--- config.mk ---
export PLATFORM = sky130hd
export DESIGN_NAME = ifetch_top
export DESIGN_NICKNAME = d
export VERILOG_FILES = /design/src/verilog/ibus_pkg.sv /design/src/verilog/fetch_req.sv /design/src/verilog/cacheop_req.sv /design/src/verilog/inst_req_select.sv /design/src/verilog/inst_mem_tu.sv /design/src/verilog/ifetch_top.sv
export SDC_FILE = /design/constraint.sdc
export NUM_CORES = 1
export LEC_CHECK = 0
export BUFFER_PORTS_ARGS = -buffer_cell sky130_fd_sc_hd__buf_4
export CORE_UTILIZATION = 30
export DETAILED_ROUTE_END_ITERATION = 7
export GPL_ROUTABILITY_DRIVEN = 0
export GPL_TIMING_DRIVEN = 1
export MAX_ROUTING_LAYER = met4
export SKIP_LAST_GASP = 1
export SYNTH_ARGS = -nofsm -noshare
export SYNTH_HDL_FRONTEND = slang
export SYNTH_SLANG_ARGS = --single-unit
--- constraint.sdc ---
create_clock -name clk -period 2.65 [get_ports clk]
set_input_delay 0.6625 -clock clk [delete_from_list [all_inputs] [get_ports clk]]
set_output_delay 0.6625 -clock clk [all_outputs]
set_load 0.02 [all_outputs]
--- src/imem.hex ---
// One 32-bit instruction word per line, ROM index 0 to 31
3c1dbfc0
27bd1000
3c08a000
35080040
8d090000
25290001
ad090004
1120fffd
00000000
3c0a0000
254a0010
01495021
0c000014
00000000
240b0005
016b5823
15600002
00000000
bc000000
bc080004
03e00008
00000000
24020001
00431025
30420fff
00021080
1000ffff
00000000
42000018
8fbf0014
27bd0018
03e00008

--- src/verilog/ibus_pkg.sv ---
package ibus_pkg;

    localparam int XLEN       = 32;
    localparam int ROM_WORDS  = 32;
    localparam int ROM_AW     = $clog2(ROM_WORDS);
    localparam int PT_ENTRIES = 4;

    localparam logic [XLEN-1:0] RESET_PC  = 32'hbfc0_0000;   // kseg1, unmapped
    localparam string           IMEM_FILE = "/design/src/imem.hex";

    typedef struct packed {
        logic [3:0] tag;                                     // Address bits 29:26
        logic       valid;
    } pt_entry_t;

    // Entry 3 first
    localparam pt_entry_t [PT_ENTRIES-1:0] PAGE_TABLE = '{
        '{tag: 4'hc, valid: 1'b1},
        '{tag: 4'h4, valid: 1'b0},
        '{tag: 4'h1, valid: 1'b1},
        '{tag: 4'h0, valid: 1'b1}
    };

    typedef struct packed {
        logic            req;
        logic [XLEN-1:0] addr;
    } ibus_req_t;

    typedef struct packed {
        logic            addr_ok;
        logic            data_ok;
        logic [XLEN-1:0] rdata;
    } ibus_resp_t;

    typedef struct packed {
        logic tlb_invalid;
        logic tlb_refill;
        logic mapped;
    } tu_op_resp_t;

    // Bit 1 claims the address phase, bit 0 the data phase
    typedef enum logic [1:0] {
        NONE      = 2'b00,
        ADDR      = 2'b10,
        ADDR_DATA = 2'b11
    } cop_kind_t;

    typedef struct packed {
        logic            valid;
        logic [XLEN-1:0] pc;
        logic [XLEN-1:0] instr;
        tu_op_resp_t     flags;
    } fetch_out_t;

    typedef struct packed {
        logic            valid;
        logic [XLEN-1:0] addr;
    } cop_cmd_t;

endpackage

--- src/verilog/fetch_req.sv ---
`timescale 1ns/1ps

module fetch_req import ibus_pkg::*; (
    input  logic            clk,
    input  logic            i_rst_n,
    input  logic            i_stall,
    input  logic            i_flush,
    input  logic [XLEN-1:0] i_redirect_pc,
    input  ibus_resp_t      i_resp,
    input  tu_op_resp_t     i_tu,
    output ibus_req_t       o_req,
    output logic            o_finish,
    output fetch_out_t      o_fetch
);

    logic [XLEN-1:0] pc_q;
    logic            wait_q;
    tu_op_resp_t     flags_q;
    logic            out_valid_q;
    logic [XLEN-1:0] out_pc_q;
    logic [XLEN-1:0] out_instr_q;
    tu_op_resp_t     out_flags_q;
    logic            accept;
    logic            ret;
    logic            keep;

    // Buffer is always drained by the time data returns
    assign o_req.req  = ~wait_q & ~i_stall & ~i_flush;
    assign o_req.addr = pc_q;

    assign accept = o_req.req & i_resp.addr_ok;
    assign ret    = wait_q & i_resp.data_ok;
    assign keep   = ret & ~i_flush;               // Result from the live path

    assign o_finish = ret | (i_stall & ~wait_q);  // Nothing of ours left on the bus

    always_ff @(posedge clk or negedge i_rst_n)
    begin
        if (!i_rst_n)
        begin
            pc_q        <= RESET_PC;
            wait_q      <= 1'b0;
            out_valid_q <= 1'b0;
        end
        else
        begin
            if (accept)
                wait_q <= 1'b1;
            else if (ret)
                wait_q <= 1'b0;

            if (i_flush)
                pc_q <= i_redirect_pc;
            else if (keep)
                pc_q <= pc_q + XLEN'(4);

            if (i_flush)
                out_valid_q <= 1'b0;
            else if (keep)
                out_valid_q <= 1'b1;
            else if (!i_stall)
                out_valid_q <= 1'b0;               // Consumed
        end
    end

    always_ff @(posedge clk)
    begin
        if (accept)
            flags_q <= i_tu;
        if (keep)
        begin
            out_pc_q    <= pc_q;
            out_instr_q <= i_resp.rdata;
            out_flags_q <= flags_q;
        end
    end

    assign o_fetch.valid = out_valid_q;
    assign o_fetch.pc    = out_pc_q;
    assign o_fetch.instr = out_instr_q;
    assign o_fetch.flags = out_flags_q;

endmodule

--- src/verilog/cacheop_req.sv ---
`timescale 1ns/1ps

module cacheop_req import ibus_pkg::*; (
    input  logic        clk,
    input  logic        i_rst_n,
    input  logic        i_stall,
    input  cop_cmd_t    i_cmd,
    input  cop_kind_t   i_kind,
    input  ibus_resp_t  i_resp,
    input  tu_op_resp_t i_tu,
    output ibus_req_t   o_req,
    output cop_kind_t   o_op,
    output logic        o_done,
    output tu_op_resp_t o_flags
);

    logic            busy_q;
    logic            addr_done_q;
    cop_kind_t       kind_q;
    logic [XLEN-1:0] addr_q;
    tu_op_resp_t     flags_q;
    logic            done_q;
    logic            capture;
    logic            accept;
    logic            ret;

    assign capture = i_cmd.valid & i_stall & ~busy_q & (i_kind != NONE);
    assign accept  = o_req.req & i_resp.addr_ok;
    assign ret     = addr_done_q & i_resp.data_ok;

    assign o_req.req  = busy_q & ~addr_done_q;
    assign o_req.addr = addr_q;

    // Data phase is claimed only once our address is in
    assign o_op = !busy_q ? NONE : (addr_done_q ? ADDR_DATA : ADDR);

    always_ff @(posedge clk or negedge i_rst_n)
    begin
        if (!i_rst_n)
        begin
            busy_q      <= 1'b0;
            addr_done_q <= 1'b0;
            kind_q      <= NONE;
            done_q      <= 1'b0;
        end
        else
        begin
            done_q <= 1'b0;
            if (capture)
            begin
                busy_q <= 1'b1;
                kind_q <= i_kind;
            end
            else if (accept)
            begin
                if (kind_q == ADDR_DATA)
                    addr_done_q <= 1'b1;
                else
                begin
                    busy_q <= 1'b0;
                    done_q <= 1'b1;                // Index op ends at accept
                end
            end
            else if (ret)
            begin
                busy_q      <= 1'b0;
                addr_done_q <= 1'b0;
                done_q      <= 1'b1;
            end
        end
    end

    always_ff @(posedge clk)
    begin
        if (capture)
            addr_q <= i_cmd.addr;
        if (accept)
            flags_q <= i_tu;
    end

    assign o_done  = done_q;
    assign o_flags = flags_q;

endmodule

--- src/verilog/inst_req_select.sv ---
`timescale 1ns/1ps

module inst_req_select import ibus_pkg::*; (
    input  logic        clk,
    input  logic        i_rst_n,
    input  logic        i_stall,
    input  logic        i_flush,
    input  cop_kind_t   i_op,
    input  logic        i_finish_f,

    input  ibus_req_t   i_req_f,
    input  ibus_req_t   i_req_c,
    output ibus_req_t   o_req,

    input  ibus_resp_t  i_resp,
    output ibus_resp_t  o_resp_f,
    output ibus_resp_t  o_resp_c,

    input  tu_op_resp_t i_tu,
    output tu_op_resp_t o_tu_f,
    output tu_op_resp_t o_tu_c
);

    logic finish_his_q;
    logic first_cycle_q;
    logic fetch_owns;
    logic cop_owns;

    // History of the current stall window
    always_ff @(posedge clk or negedge i_rst_n)
    begin
        if (!i_rst_n)
        begin
            finish_his_q  <= 1'b0;
            first_cycle_q <= 1'b1;
        end
        else if (i_flush || !i_stall)
        begin
            finish_his_q  <= 1'b0;
            first_cycle_q <= 1'b1;
        end
        else
        begin
            if (finish_his_q)
                first_cycle_q <= 1'b0;
            if (i_finish_f)
                finish_his_q <= 1'b1;
        end
    end

    // Fetch drains first, then one dead cycle, then the cache op
    assign fetch_owns = ~i_op[1] | ~finish_his_q;
    assign cop_owns   = i_op[1] & finish_his_q & ~first_cycle_q;

    always_comb
    begin
        if (fetch_owns)
            o_req = i_req_f;
        else if (cop_owns)
            o_req = i_req_c;
        else
            o_req = '0;                            // Masked cycle
    end

    always_comb
    begin
        o_resp_f = i_resp;
        o_resp_c = i_resp;
        o_resp_f.addr_ok = fetch_owns & i_resp.addr_ok;
        o_resp_c.addr_ok = cop_owns & i_resp.addr_ok;

        if (i_op[0])
            o_resp_f.data_ok = 1'b0;
        else
            o_resp_c.data_ok = 1'b0;
    end

    always_comb
    begin
        o_tu_f = '0;
        o_tu_c = '0;
        if (fetch_owns)
            o_tu_f = i_tu;
        if (cop_owns)
            o_tu_c = i_tu;
    end

endmodule

--- src/verilog/inst_mem_tu.sv ---
`timescale 1ns/1ps

module inst_mem_tu import ibus_pkg::*; (
    input  logic        clk,
    input  logic        i_rst_n,
    input  ibus_req_t   i_req,
    output ibus_resp_t  o_resp,
    output tu_op_resp_t o_tu
);

    logic [XLEN-1:0]   rom [ROM_WORDS];
    logic              pending_q;
    logic [XLEN-1:0]   rdata_q;
    logic [ROM_AW-1:0] index;
    logic [3:0]        tag;
    logic              hit;
    logic              hit_valid;

    initial
    begin
        $readmemh(IMEM_FILE, rom);
    end

    assign index = i_req.addr[ROM_AW+1:2];
    assign tag   = i_req.addr[29:26];          // Virtual region

    assign o_resp.addr_ok = i_req.req & ~pending_q;
    assign o_resp.data_ok = pending_q;
    assign o_resp.rdata   = rdata_q;

    always_ff @(posedge clk or negedge i_rst_n)
    begin
        if (!i_rst_n)
            pending_q <= 1'b0;
        else
            pending_q <= o_resp.addr_ok;
    end

    always_ff @(posedge clk)
    begin
        if (o_resp.addr_ok)
            rdata_q <= rom[index];
    end

    // First matching entry wins
    always_comb
    begin
        hit       = 1'b0;
        hit_valid = 1'b0;
        for (int i = 0; i < PT_ENTRIES; i++)
        begin
            if (!hit && PAGE_TABLE[i].tag == tag)
            begin
                hit       = 1'b1;
                hit_valid = PAGE_TABLE[i].valid;
            end
        end
    end

    // kuseg and kseg2/3 go through the table
    assign o_tu.mapped      = ~i_req.addr[31] | (i_req.addr[31:30] == 2'b11);
    assign o_tu.tlb_refill  = o_tu.mapped & ~hit;
    assign o_tu.tlb_invalid = o_tu.mapped & hit & ~hit_valid;

endmodule

--- src/verilog/ifetch_top.sv ---
`timescale 1ns/1ps

module ifetch_top import ibus_pkg::*; (
    input  logic            clk,
    input  logic            i_rst_n,
    input  logic            i_stall,
    input  logic            i_flush,
    input  logic [XLEN-1:0] i_redirect_pc,
    input  cop_cmd_t        i_cop_cmd,
    input  cop_kind_t       i_cop_kind,
    output fetch_out_t      o_fetch,
    output logic            o_cop_done,
    output tu_op_resp_t     o_cop_flags
);

    ibus_req_t   req_f;
    ibus_req_t   req_c;
    ibus_req_t   req_bus;
    ibus_resp_t  resp_f;
    ibus_resp_t  resp_c;
    ibus_resp_t  resp_bus;
    tu_op_resp_t tu_f;
    tu_op_resp_t tu_c;
    tu_op_resp_t tu_bus;
    logic        finish_f;
    cop_kind_t   cop_op;

    fetch_req u_fetch_req (
        .clk           (clk),
        .i_rst_n       (i_rst_n),
        .i_stall       (i_stall),
        .i_flush       (i_flush),
        .i_redirect_pc (i_redirect_pc),
        .i_resp        (resp_f),
        .i_tu          (tu_f),
        .o_req         (req_f),
        .o_finish      (finish_f),
        .o_fetch       (o_fetch)
    );

    cacheop_req u_cacheop_req (
        .clk     (clk),
        .i_rst_n (i_rst_n),
        .i_stall (i_stall),
        .i_cmd   (i_cop_cmd),
        .i_kind  (i_cop_kind),
        .i_resp  (resp_c),
        .i_tu    (tu_c),
        .o_req   (req_c),
        .o_op    (cop_op),
        .o_done  (o_cop_done),
        .o_flags (o_cop_flags)
    );

    inst_req_select u_inst_req_select (
        .clk        (clk),
        .i_rst_n    (i_rst_n),
        .i_stall    (i_stall),
        .i_flush    (i_flush),
        .i_op       (cop_op),
        .i_finish_f (finish_f),
        .i_req_f    (req_f),
        .i_req_c    (req_c),
        .o_req      (req_bus),
        .i_resp     (resp_bus),
        .o_resp_f   (resp_f),
        .o_resp_c   (resp_c),
        .i_tu       (tu_bus),
        .o_tu_f     (tu_f),
        .o_tu_c     (tu_c)
    );

    inst_mem_tu u_inst_mem_tu (
        .clk     (clk),
        .i_rst_n (i_rst_n),
        .i_req   (req_bus),
        .o_resp  (resp_bus),
        .o_tu    (tu_bus)
    );

endmodule

==> metrics, run 1 <==
outcome complete, but fails checks; failing checks design-rule violations; area of the die 14000 um^2; CP max stage delay around 580 ps; CP bufs+invs 0; cells after synthesis between 300 and 400; R2R Path End u_fetch_req.pc_q[25]$_DFFE_PN1N_; FF+latch count, synth a little under 90; Final nets approximately 500; # fillers around 1300; vias in the first global route ~2800; Yosys top cell area share between 30% and 40%; first-pass GRT wire length about 14000 um; DRC viols 1; multiplexer area fraction after synthesis 1.92%; Post-Syn Area per Cell 11.8 um^2; CTS root buf clkbuf_16; Final setup viols 0; largest area contributor in the netlist edfxtp_1; Post-synth EDFFs 47; Worst Max-Slew Pin Slew a little under 900 ps; layout cells sized above 1 between 20% and 30%; post-CTS setup buffers 0; placed cell count ~590; synth unique cells 45; crit-path cells a21boi_4, nand3_4, or4_4, or4_1, nand3_1; R2R depth 5; Initial Util a little under a third; Synth-to-Final Area Change 25.2%; post-route ant nets 0; GR Overflow Total 0; crit path max-delay cell type or4_4; I/O Buffers 84; synthesized cell area 4050 um^2; Synth Area in Compound Gates 6.74%; CTS max path bufs 2; cts bufs inserted 9; drt first pass iters 6; Max VDD drop between 0.0003 and 0.0004 V; CTS-repair resized insts 0; critical path's top delay family simple AND/OR/NAND/NOR gates; Ports around 140; DIE HEIGHT between 100 and 150 um; static leakage between 0.002 and 0.0025 uW; nature of the critical path startpoint flop; post-synthesis simple-gate area fraction between 15 and 20%; Final Hold Viols 0; synthesized-area fraction occupied by adder cells 0.309%; ant diodes 0; Worst EP arrival roughly 2400 ps; Clock Skews about 6.9 ps; clk_lat worst skew 330 ps; # rows 42; switching share of power approximately a quarter; Tcrit/Tclk final about four fifths; clk sinks between 80 and 90; CP max FO 10; CP required 2920 ps; main combinational cell family by area after synthesis simple AND/OR/NAND/NOR gates; FF-to-FF Start u_inst_mem_tu.pending_q$_DFF_PN0_; post-DP HPWL roughly 6000 um; sequential share of the synthesized area ~61%; clock share of power a little under two fifths; PwrDens a little under 700 nW/um^2; Rel. slew slack about two fifths; H-tree depth 3; DR vias/cell approximately 4.4; most common cell in the netlist edfxtp_1; Worst Path Class, Setup flop to flop; post-route setup TNS 0 ps; worst setup path start u_inst_mem_tu.pending_q$_DFF_PN0_; Routed Wire Length 8480 um; Tot GR Track Use 13.2%; worst min path class input pin to async pin; Critical Path End Type flop; largest net degree at the start of global routing 46; list of most frequent post-synthesis cells 47 x edfxtp_1, 42 x nand2_1, 34 x buf_4; Reg2Reg Setup Slack around 580 ps; fin crit period about 2100 ps; Hold Buf Count CTS 0; internal power ~2600 uW; max-cap violation count 0; CTS tree done; max-slew violations 0; XOR/XNOR share of the synthesized area under 10%; vias post-DR 2709; routed len/inst ~14 um; combinational share of power roughly an eighth; Core Region about 13000 um^2; ranking of synthesized cells by area edfxtp_1 35%, dfrtp_1 20%, dfstp_2 6.5%, buf_4 6.3%, o21ai_0 4.1%; starting DRC count in detailed routing between 100 and 150; most common flop cell mapped by yosys edfxtp_1; fraction of registers with async set/reset 47.2%; Die W about 120 um; Worst path depth 5; NetSw 834 uW; final non-filler cell total 610; Reg clk slew, reported paths 60 ps; YS warnings 0; Max Clk Rate approximately 480 MHz; sequential power share between 40% and 50%; antenna violations before repair 0; RSZ-0062 raised after global routing no
==> worst register-to-register path, delay by kind of cell (launching register included) <==
family          cells  cell delay [ps]
compound gates      1              280
flops               1              460
simple gates        4             1290
==> worst max path at each step <==
stage / end
after floorplan: u_fetch_req.o_fetch[0]$_DFFE_PP_
after global placement: u_fetch_req.flags_q[1]$_SDFFCE_PN0P_
after detailed placement: u_fetch_req.flags_q[1]$_SDFFCE_PN0P_
after CTS: u_fetch_req.pc_q[25]$_DFFE_PN1N_
after global routing: u_fetch_req.pc_q[25]$_DFFE_PN1N_
final: u_fetch_req.pc_q[25]$_DFFE_PN1N_
==> power groups by stage <==
stage / clock network, uW / registers (uW) / logic [uW]
2_1_floorplan: 0 / 1720 / 279
3_3_place_gp: 0 / 1720 / 398
3_5_place_dp: 0 / 1720 / 405
4_1_cts: 1340 / 1700 / 406
5_1_grt: 1400 / 1710 / 450
6_report: 1310 / 1700 / 402
==> stage by stage <==
| stage | setup WS, ps | power, uW | hold slack [ps] | util [%] | area [um^2] |
|---|---|---|---|---|---|
| after floorplan | 360 | 2000 | 367 | - | 4170 |
| after global placement | 588 | 2120 | 410 | 36.1 | 4760 |
| after detailed placement | 570 | 2130 | 423 | 36.1 | 4760 |
| after CTS | 562 | 3450 | 330 | 38.4 | 5070 |
| after global routing | 442 | 3560 | 346 | 38.4 | 5070 |
| final | 577 | 3410 | 307 | 38.4 | 5070 |
==> kinds of logic after synthesis <==
kind of cell / Yosys count
other: 1
multiplexers: 7
AO/OA/AOI/OAI: 47
flip-flops: 89
adder cells (fa/ha/maj): 1
AND/OR/NAND/NOR: 115
buffers and inverters: 54
XOR/XNOR: 28
==> registers in the layout, summed over array words and instances, names as in the netlist <==
signal	cells
u_cacheop_req.addr_done_q	1
u_cacheop_req.addr_q	6
u_cacheop_req.busy_q	1
u_cacheop_req.kind_q	2
u_cacheop_req.o_done	1
u_cacheop_req.o_flags	3
u_fetch_req.flags_q	3
u_fetch_req.o_fetch	3
u_fetch_req.out_pc_q	32
u_fetch_req.out_valid_q	1
u_fetch_req.pc_q	32
u_fetch_req.wait_q	1
u_inst_mem_tu.pending_q	1
u_inst_req_select.finish_his_q	1
u_inst_req_select.first_cycle_q	1
==> metal layers <==
metal / share of wire, % / vias up / GRT usage (%) / routed length, um
li1: - / 1316 / - / -
met3: 5.2 / 12 / 2.90 / 443
met5: 0 / - / - / 0
met2: 48 / 101 / 21.1 / 4090
met4: 1.6 / 0 / 5.37 / 137
met1: 45 / 1280 / 16.1 / 3810
==> layout by cell type (no fill, tap or decap), drive strengths merged, types with 2 or more instances in the layout <==
cell / count
nor3: 4
nand3: 13
nor2: 13
dfrtp: 32
o21ai: 33
buf: 90
nor2b: 2
conb: 32
a21boi: 2
dfstp: 10
xor2: 13
a21oi: 5
nor4: 10
mux2: 6
or4: 2
nand4: 9
edfxtp: 47
clkbuf: 14
and2: 6
nand2b: 3
nand2: 42
xnor2: 15
and4: 4
o211ai: 2
and3: 2
inv: 10
==> cell type report <==
class | instances | area, um^2 | area share, %
flip-flops and latches | 89 | 2470 | 48.8
multi-input cells | 230 | 1350 | 26.7
repair buffers | 90 | 676 | 13.3
clock buffers | 14 | 275 | 5.43
well taps | 176 | 220 | 4.35
clock inverters | 2 | 36.3 | 0.716
inverters | 9 | 33.8 | 0.667
Power figures use the tool's default switching activity.
==> inputs of run 2 (changes only) <==
--- a/config.mk
+++ b/config.mk
@@ -5,6 +5,7 @@
 export SDC_FILE = /design/constraint.sdc
 export NUM_CORES = 1
 export LEC_CHECK = 0
+export ABC_AREA = 1
 export BUFFER_PORTS_ARGS = -buffer_cell sky130_fd_sc_hd__buf_4
 export CORE_UTILIZATION = 30
 export DETAILED_ROUTE_END_ITERATION = 7
==> constraint.sdc (replaced) <==
create_clock -name clk -period 2 [get_ports clk]
set_input_delay 0.5 -clock clk [delete_from_list [all_inputs] [get_ports clk]]
set_output_delay 0.5 -clock clk [all_outputs]
set_load 0.02 [all_outputs]
==> metrics, run 2 <==
commonest non-fill, non-tap cell in the layout nand2_1; layout cells sized above 1 22.4% (-6.9 points); Synth-to-Final Area Change 22.1%; Initial Util 31.1% (+0.44 points); drt first pass iters 4 (-2); Post-synth EDFFs 47 (unchanged); H-tree depth 3 (unchanged); most common flop cell mapped by yosys edfxtp_1; max-cap violation count 0 (unchanged); # rows 44 (+4.8%); Max VDD drop 0.000431 V (+41%); Critical Path End Type flop; CTS root buf clkbuf_16; Tot GR Track Use 15.4% (+2.2 points); post-route setup TNS 0 ps (unchanged); Ports 143 (unchanged); largest area contributor in the netlist edfxtp_1; starting DRC count in detailed routing 155 (+9.2%); Worst EP arrival 1930 ps (-420 ps); worst min path class input pin to async pin; DIE HEIGHT 126 um (+6.4%); CTS-repair resized insts 0 (unchanged); most common cell in the netlist nand2_1; routed len/inst 13.6 um (-2.4%); Final Hold Viols 0 (unchanged); nature of the critical path startpoint flop; Max Clk Rate 589 MHz (+22%); CTS tree done; static leakage 0.00253 uW (+24%); RSZ-0062 raised after global routing no; Reg clk slew, reported paths 70 ps (about the same); Clock Skews 7.75 ps (+0.833 ps); synth unique cells 38 (-16%); post-route ant nets 0 (unchanged); Reg2Reg Setup Slack 300 ps (-280 ps); largest registers u_fetch_req.out_pc_q x32, u_fetch_req.pc_q x32, u_cacheop_req.addr_q x6; vias in the first global route 3676 (+33%); Worst Max-Slew Pin Slew 576 ps (-313 ps); ranking of synthesized cells by area edfxtp_1 31%, dfrtp_1 17%, nand2_1 15%, nor2_1 6.3%, dfstp_2 5.7%; Final nets 702 (+40%); vias post-DR 3745 (+38%); DRC viols 0 (-1); Final setup viols 0 (unchanged); sequential share of the synthesized area 53.9% (-7.2 points); outcome finished clean; Core Region 14800 um^2 (+12%); first-pass GRT wire length 18100 um (+32%); most frequent cells in the layout 183 x nand2_1, 88 x buf_4, 77 x nor2_1; post-DP HPWL 8370 um (+39%); FF+latch count, synth 89 (unchanged); largest net degree at the start of global routing 43 (-6.5%); fraction of registers with async set/reset 47.2% (unchanged); cells after synthesis 541 (+58%); PwrDens 739 nW/um^2 (+10%); total power 4150 uW (+22%); CP max FO 7 (-3); fin crit period 1700 ps (-374 ps); DR vias/cell 4.57 (+3.0%); post-CTS setup buffers 0 (unchanged); cts bufs inserted 9 (unchanged); Hold Buf Count CTS 0 (unchanged); CTS max path bufs 2 (unchanged); synthesized cell area 4590 um^2 (+13%); YS warnings 0 (unchanged); clk sinks 89 (unchanged); Tcrit/Tclk final 84.9% (+6.7 points); I/O Buffers 84 (unchanged); Rel. slew slack 61.6% (+21 points); antenna violations before repair 0 (unchanged); Post-Syn Area per Cell 8.49 um^2 (-28%); GR Overflow Total 0 (unchanged); area of the die 15800 um^2 (+13%); CP required 2230 ps (-690 ps); Die W 126 um (+6.4%); ant diodes 0 (unchanged); list of most frequent post-synthesis cells 183 x nand2_1, 77 x nor2_1, 47 x edfxtp_1; clk_lat worst skew 350 ps (+20 ps); max-slew violations 0 (unchanged); Yosys top cell area share 30.7% (-4.1 points); Worst Path Class, Setup flop to flop; Routed Wire Length 11100 um (+31%)
## run 2: cell count changes after synthesis, sizes merged, moves of 4 or more
cell / before / now
nand2: 42 / 187
nand4: 9 / 2
and2: 6 / 0
mux2: 6 / 0
nand3: 13 / 41
clkbuf: 8 / 2
inv: 9 / 46
nor4: 10 / 0
o21ai: 33 / 16
and4: 4 / 0
xor2: 13 / 6
xnor2: 15 / 2
nor2: 13 / 85
## run 2: through the flow
| step | util (%) | hold WS, ps | setup slack [ps] | std cells | cell area (um^2) |
|---|---|---|---|---|---|
| after global placement | 36.1 | 408 | 346 | 803 | 5330 |
| after floorplan | - | 204 | 250 | 572 | 4710 |
| after CTS | 38.0 | 161 | 306 | 819 | 5610 |
| final | 38.0 | 131 | 301 | 819 | 5610 |
| after detailed placement | 36.1 | 407 | 321 | 803 | 5330 |
| after global routing | 38.0 | 187 | 193 | 819 | 5610 |
## run 2: path summary, 6_finish.rpt
| path | startpoint | end | cells past startpoint |
|---|---|---|---|
| min in group clk | i_cop_cmd[28] | u_cacheop_req.addr_q[28]$_DFFE_PP_ | 1 |
| min reg2reg | u_fetch_req.flags_q[1]$_SDFFCE_PN0P_ | u_fetch_req.o_fetch[1]$_DFFE_PP_ | 0 |
| max in group asynchronous | i_rst_n | u_cacheop_req.kind_q[0]$_DFFE_PN0P_ | 1 |
| min | i_rst_n | u_fetch_req.pc_q[16]$_DFFE_PN0N_ | 1 |
| max | u_fetch_req.pc_q[2]$_DFFE_PN0N_ | u_fetch_req.pc_q[10]$_DFFE_PN0N_ | 8 |
| max reg2reg | u_fetch_req.pc_q[2]$_DFFE_PN0N_ | u_fetch_req.pc_q[10]$_DFFE_PN0N_ | 8 |
## run 2: cells by family after synthesis
| family | Yosys count | share of synthesized area [%] |
|---|---|---|
| AO/OA/AOI/OAI | 35 | 5.01 |
| buffers and inverters | 89 | 10.4 |
| XOR/XNOR | 8 | 1.53 |
| adder cells (fa/ha/maj) | 1 | 0.272 |
| flip-flops | 89 | 53.9 |
| AND/OR/NAND/NOR | 318 | 28.8 |
| other | 1 | 0.0816 |
## run 2: metal layers
metal / routed length (um) / global-route usage, % / up-vias / part of all wire, %
li1: - / - / 1853 / -
met1: 4810 / 17.2 / 1749 / 43
met5: 0 / - / - / 0
met2: 5410 / 26.1 / 126 / 49
met3: 683 / 4.80 / 17 / 6.1
met4: 211 / 5.10 / 0 / 1.9
## run 2: area by class of cell
class                      count  area (um^2)
fill                        1513         9150
multi-input combinational    394         1760
clock buffer                   9          225
tap                          184          230
inverter                      47          181
timing repair buffer          89          681
clock inverter                 7         55.1
sequential                    89         2470
## run 2: critical path: stages (launching register included)
cell,delay [ps]
dfrtp_1,460
ha_1,340
inv_2,100
nor2_4,160
nand2_1,110
inv_1,150
nor2_1,60
o21ai_1,110
o211ai_1,90
## run 2: power by group
group,switching [uW],leakage (uW),internal [uW],total (uW)
registers,104,0.000911,2020,2120
logic,270,0.00149,158,428
clock network,742,0.000138,854,1600
total,1120,0.00253,3030,4150
==> inputs of run 3 (changes only) <==
==> constraint.sdc (replaced) <==
create_clock -name clk -period 1.4 [get_ports clk]
set_input_delay 0.35 -clock clk [delete_from_list [all_inputs] [get_ports clk]]
set_output_delay 0.35 -clock clk [all_outputs]
set_load 0.02 [all_outputs]
==> metrics, run 3 (synthesized netlist as in run 2, its figures left out) <==
outcome complete, but fails checks; failing checks negative setup slack; CTS max path bufs 2 (unchanged); Ports 143 (unchanged); CP required 1470 ps (-760 ps); Synth-to-Final Area Change 45.0%; static leakage 0.00300 uW (+18%); Clock Skews 8.32 ps (+0.572 ps); commonest non-fill, non-tap cell in the layout nand2_1; PwrDens 984 nW/um^2 (+33%); Cell Area, Placed 5730 um^2 (+7.6%); DR vias/cell 4.53 (-0.98%); Max Clk Rate 697 MHz (+18%); Worst Max-Slew Pin Slew 591 ps (+15.1 ps); worst min path class input pin to async pin; Final Hold Viols 0 (unchanged); met3 Track Usage GR 4.89% (+0.085 points); CTS root buf clkbuf_16; largest registers u_fetch_req.out_pc_q x32, u_fetch_req.pc_q x32, u_cacheop_req.addr_q x6; largest net degree at the start of global routing 43 (unchanged); GR peak layer met2; antenna violations before repair 0 (unchanged); Routed Wire Length 12800 um (+15%); cts bufs inserted 9 (unchanged); Core Util, Final 45.1% (+7.1 points); clk sinks 89 (unchanged); Final nets 775 (+10%); CP max FO 8 (+1); H-tree depth 3 (unchanged); Die W 126 um (unchanged); Initial Util 31.1% (unchanged); fin crit period 1430 ps (-265 ps); most frequent cells in the layout 157 x nand2_1, 145 x buf_4, 47 x edfxtp_1; Worst EP arrival 1500 ps (-430 ps); Tot GR Track Use 16.5% (+1.1 points); post-route ant nets 0 (unchanged); starting DRC count in detailed routing 212 (+37%); worst hold margin 8.84 ps (-123 ps); GR Overflow Total 0 (unchanged); area of the die 15800 um^2 (unchanged); # rows 44 (unchanged); # fillers 1438 (-5.0%); ant diodes 0 (unchanged); Reg clk slew, reported paths 70 ps (about the same); DRC viols 0 (unchanged); Worst Path Class, Setup flop to flop; Final setup viols 24 (+24); global routing usage on met2 28.4% (+2.3 points); I/O Buffers 84 (unchanged); pre-CTS setup slack -95.5 ps (-417 ps); Max VDD drop 0.000649 V (+50%); DIE HEIGHT 126 um (unchanged); Core Region 14800 um^2 (unchanged); routed len/inst 14.3 um (+5.5%); layout cells sized above 1 41.8% (+19 points); clk_lat worst skew 350 ps (about the same); first-pass GRT wire length 19500 um (+7.9%); max-slew violations 0 (unchanged); vias in the first global route 4043 (+10%); Tcrit/Tclk final 102% (+18 points); total power 6550 uW (+58%); nature of the critical path startpoint flop; Finished Cell Area 6660 um^2 (+19%); met1 Use GR 18.9% (+1.6 points); drt first pass iters 6 (+2); post-DP HPWL 8840 um (+5.6%); CTS tree done; RSZ-0062 raised after global routing yes; max-cap violation count 0 (unchanged); vias post-DR 4039 (+7.9%); setup ws final -34.4 ps (-335 ps); Critical Path End Type flop; Rel. slew slack 60.6% (-1.0 points); Hold Buf Count CTS 0 (unchanged)
-- run 3: cell count changes in the layout (fill, tap and decap cells not counted), moves of 3 or more --
cell	before	now
nor2_1	77	38
nand2_1	183	157
nand3_2	0	6
o21ai_0	9	6
dfrtp_2	0	6
nor2_2	5	33
buf_4	88	145
nor2_4	2	13
dfrtp_1	32	26
buf_12	1	4
nand2_2	1	26
buf_8	0	4
buf_6	0	3
nand3_1	41	35
-- run 3: critical path: stages, from the launching register on --
cell,delay [ps]
dfrtp_2,450
a21oi_4,180
nand2_4,90
nor2_4,130
buf_12,160
clkbuf_16,150
-- run 3: metal layers --
layer  part of all wire [%]  up-vias
met5                      0        -
met4                    2.2        0
met3                    5.8       23
met2                     51      151
met1                     41     1875
li1                       -     1990
-- run 3: final cells by class --
class,instances,area [um^2],area share [%]
inverters,47,199,2.99
clock inverters,6,83.8,1.26
well taps,184,230,3.46
repair buffers,160,1370,20.5
multi-input cells,394,2050,30.8
repair inverters,2,20.0,0.301
flip-flops and latches,89,2480,37.3
clock buffers,10,229,3.44
-- run 3: report_power, final --
group / total (uW) / internal [uW] / switching (uW) / leakage (uW)
sequential: 3010 / 2890 / 123 / 0.000906
clock: 2570 / 1560 / 1010 / 0.000156
combinational: 972 / 424 / 548 / 0.00194
total: 6550 / 4870 / 1680 / 0.00300
-- run 3: worst paths after layout --
path / cells after the start / endpoint / slack, ps / start
hold / removal: 1 / u_fetch_req.pc_q[20]$_DFFE_PN0N_ / 9 / i_rst_n
setup reg to reg: 5 / u_fetch_req.out_pc_q[7]$_DFFE_PP_ / -30 / u_cacheop_req.busy_q$_DFFE_PN0P_
max in group asynchronous: 1 / u_fetch_req.pc_q[7]$_DFFE_PN0N_ / 960 / i_rst_n
min in group clk: 1 / u_cacheop_req.addr_q[31]$_DFFE_PP_ / 180 / i_cop_cmd[31]
hold reg to reg: 0 / u_fetch_req.o_fetch[2]$_DFFE_PP_ / 420 / u_fetch_req.flags_q[2]$_SDFFCE_PN0P_
setup / recovery: 5 / u_fetch_req.out_pc_q[7]$_DFFE_PP_ / -30 / u_cacheop_req.busy_q$_DFFE_PN0P_
-- run 3: what timing repair did --
action | CTS | global route
setup endpoints to repair | 62 | 65
pin swaps | 3 | 30
buffers inserted | 5 | 12
gates cloned | 1 | 5
resized for setup | 23 | 95
endpoints found under the hold margin | 0 | 0
-- run 3: stage by stage --
step,TNS (ps),std cells
2_1_floorplan,0,572
3_3_place_gp,-2090,853
3_5_place_dp,-3030,853
4_1_cts,-448,875
5_1_grt,-4160,892
6_report,-389,892
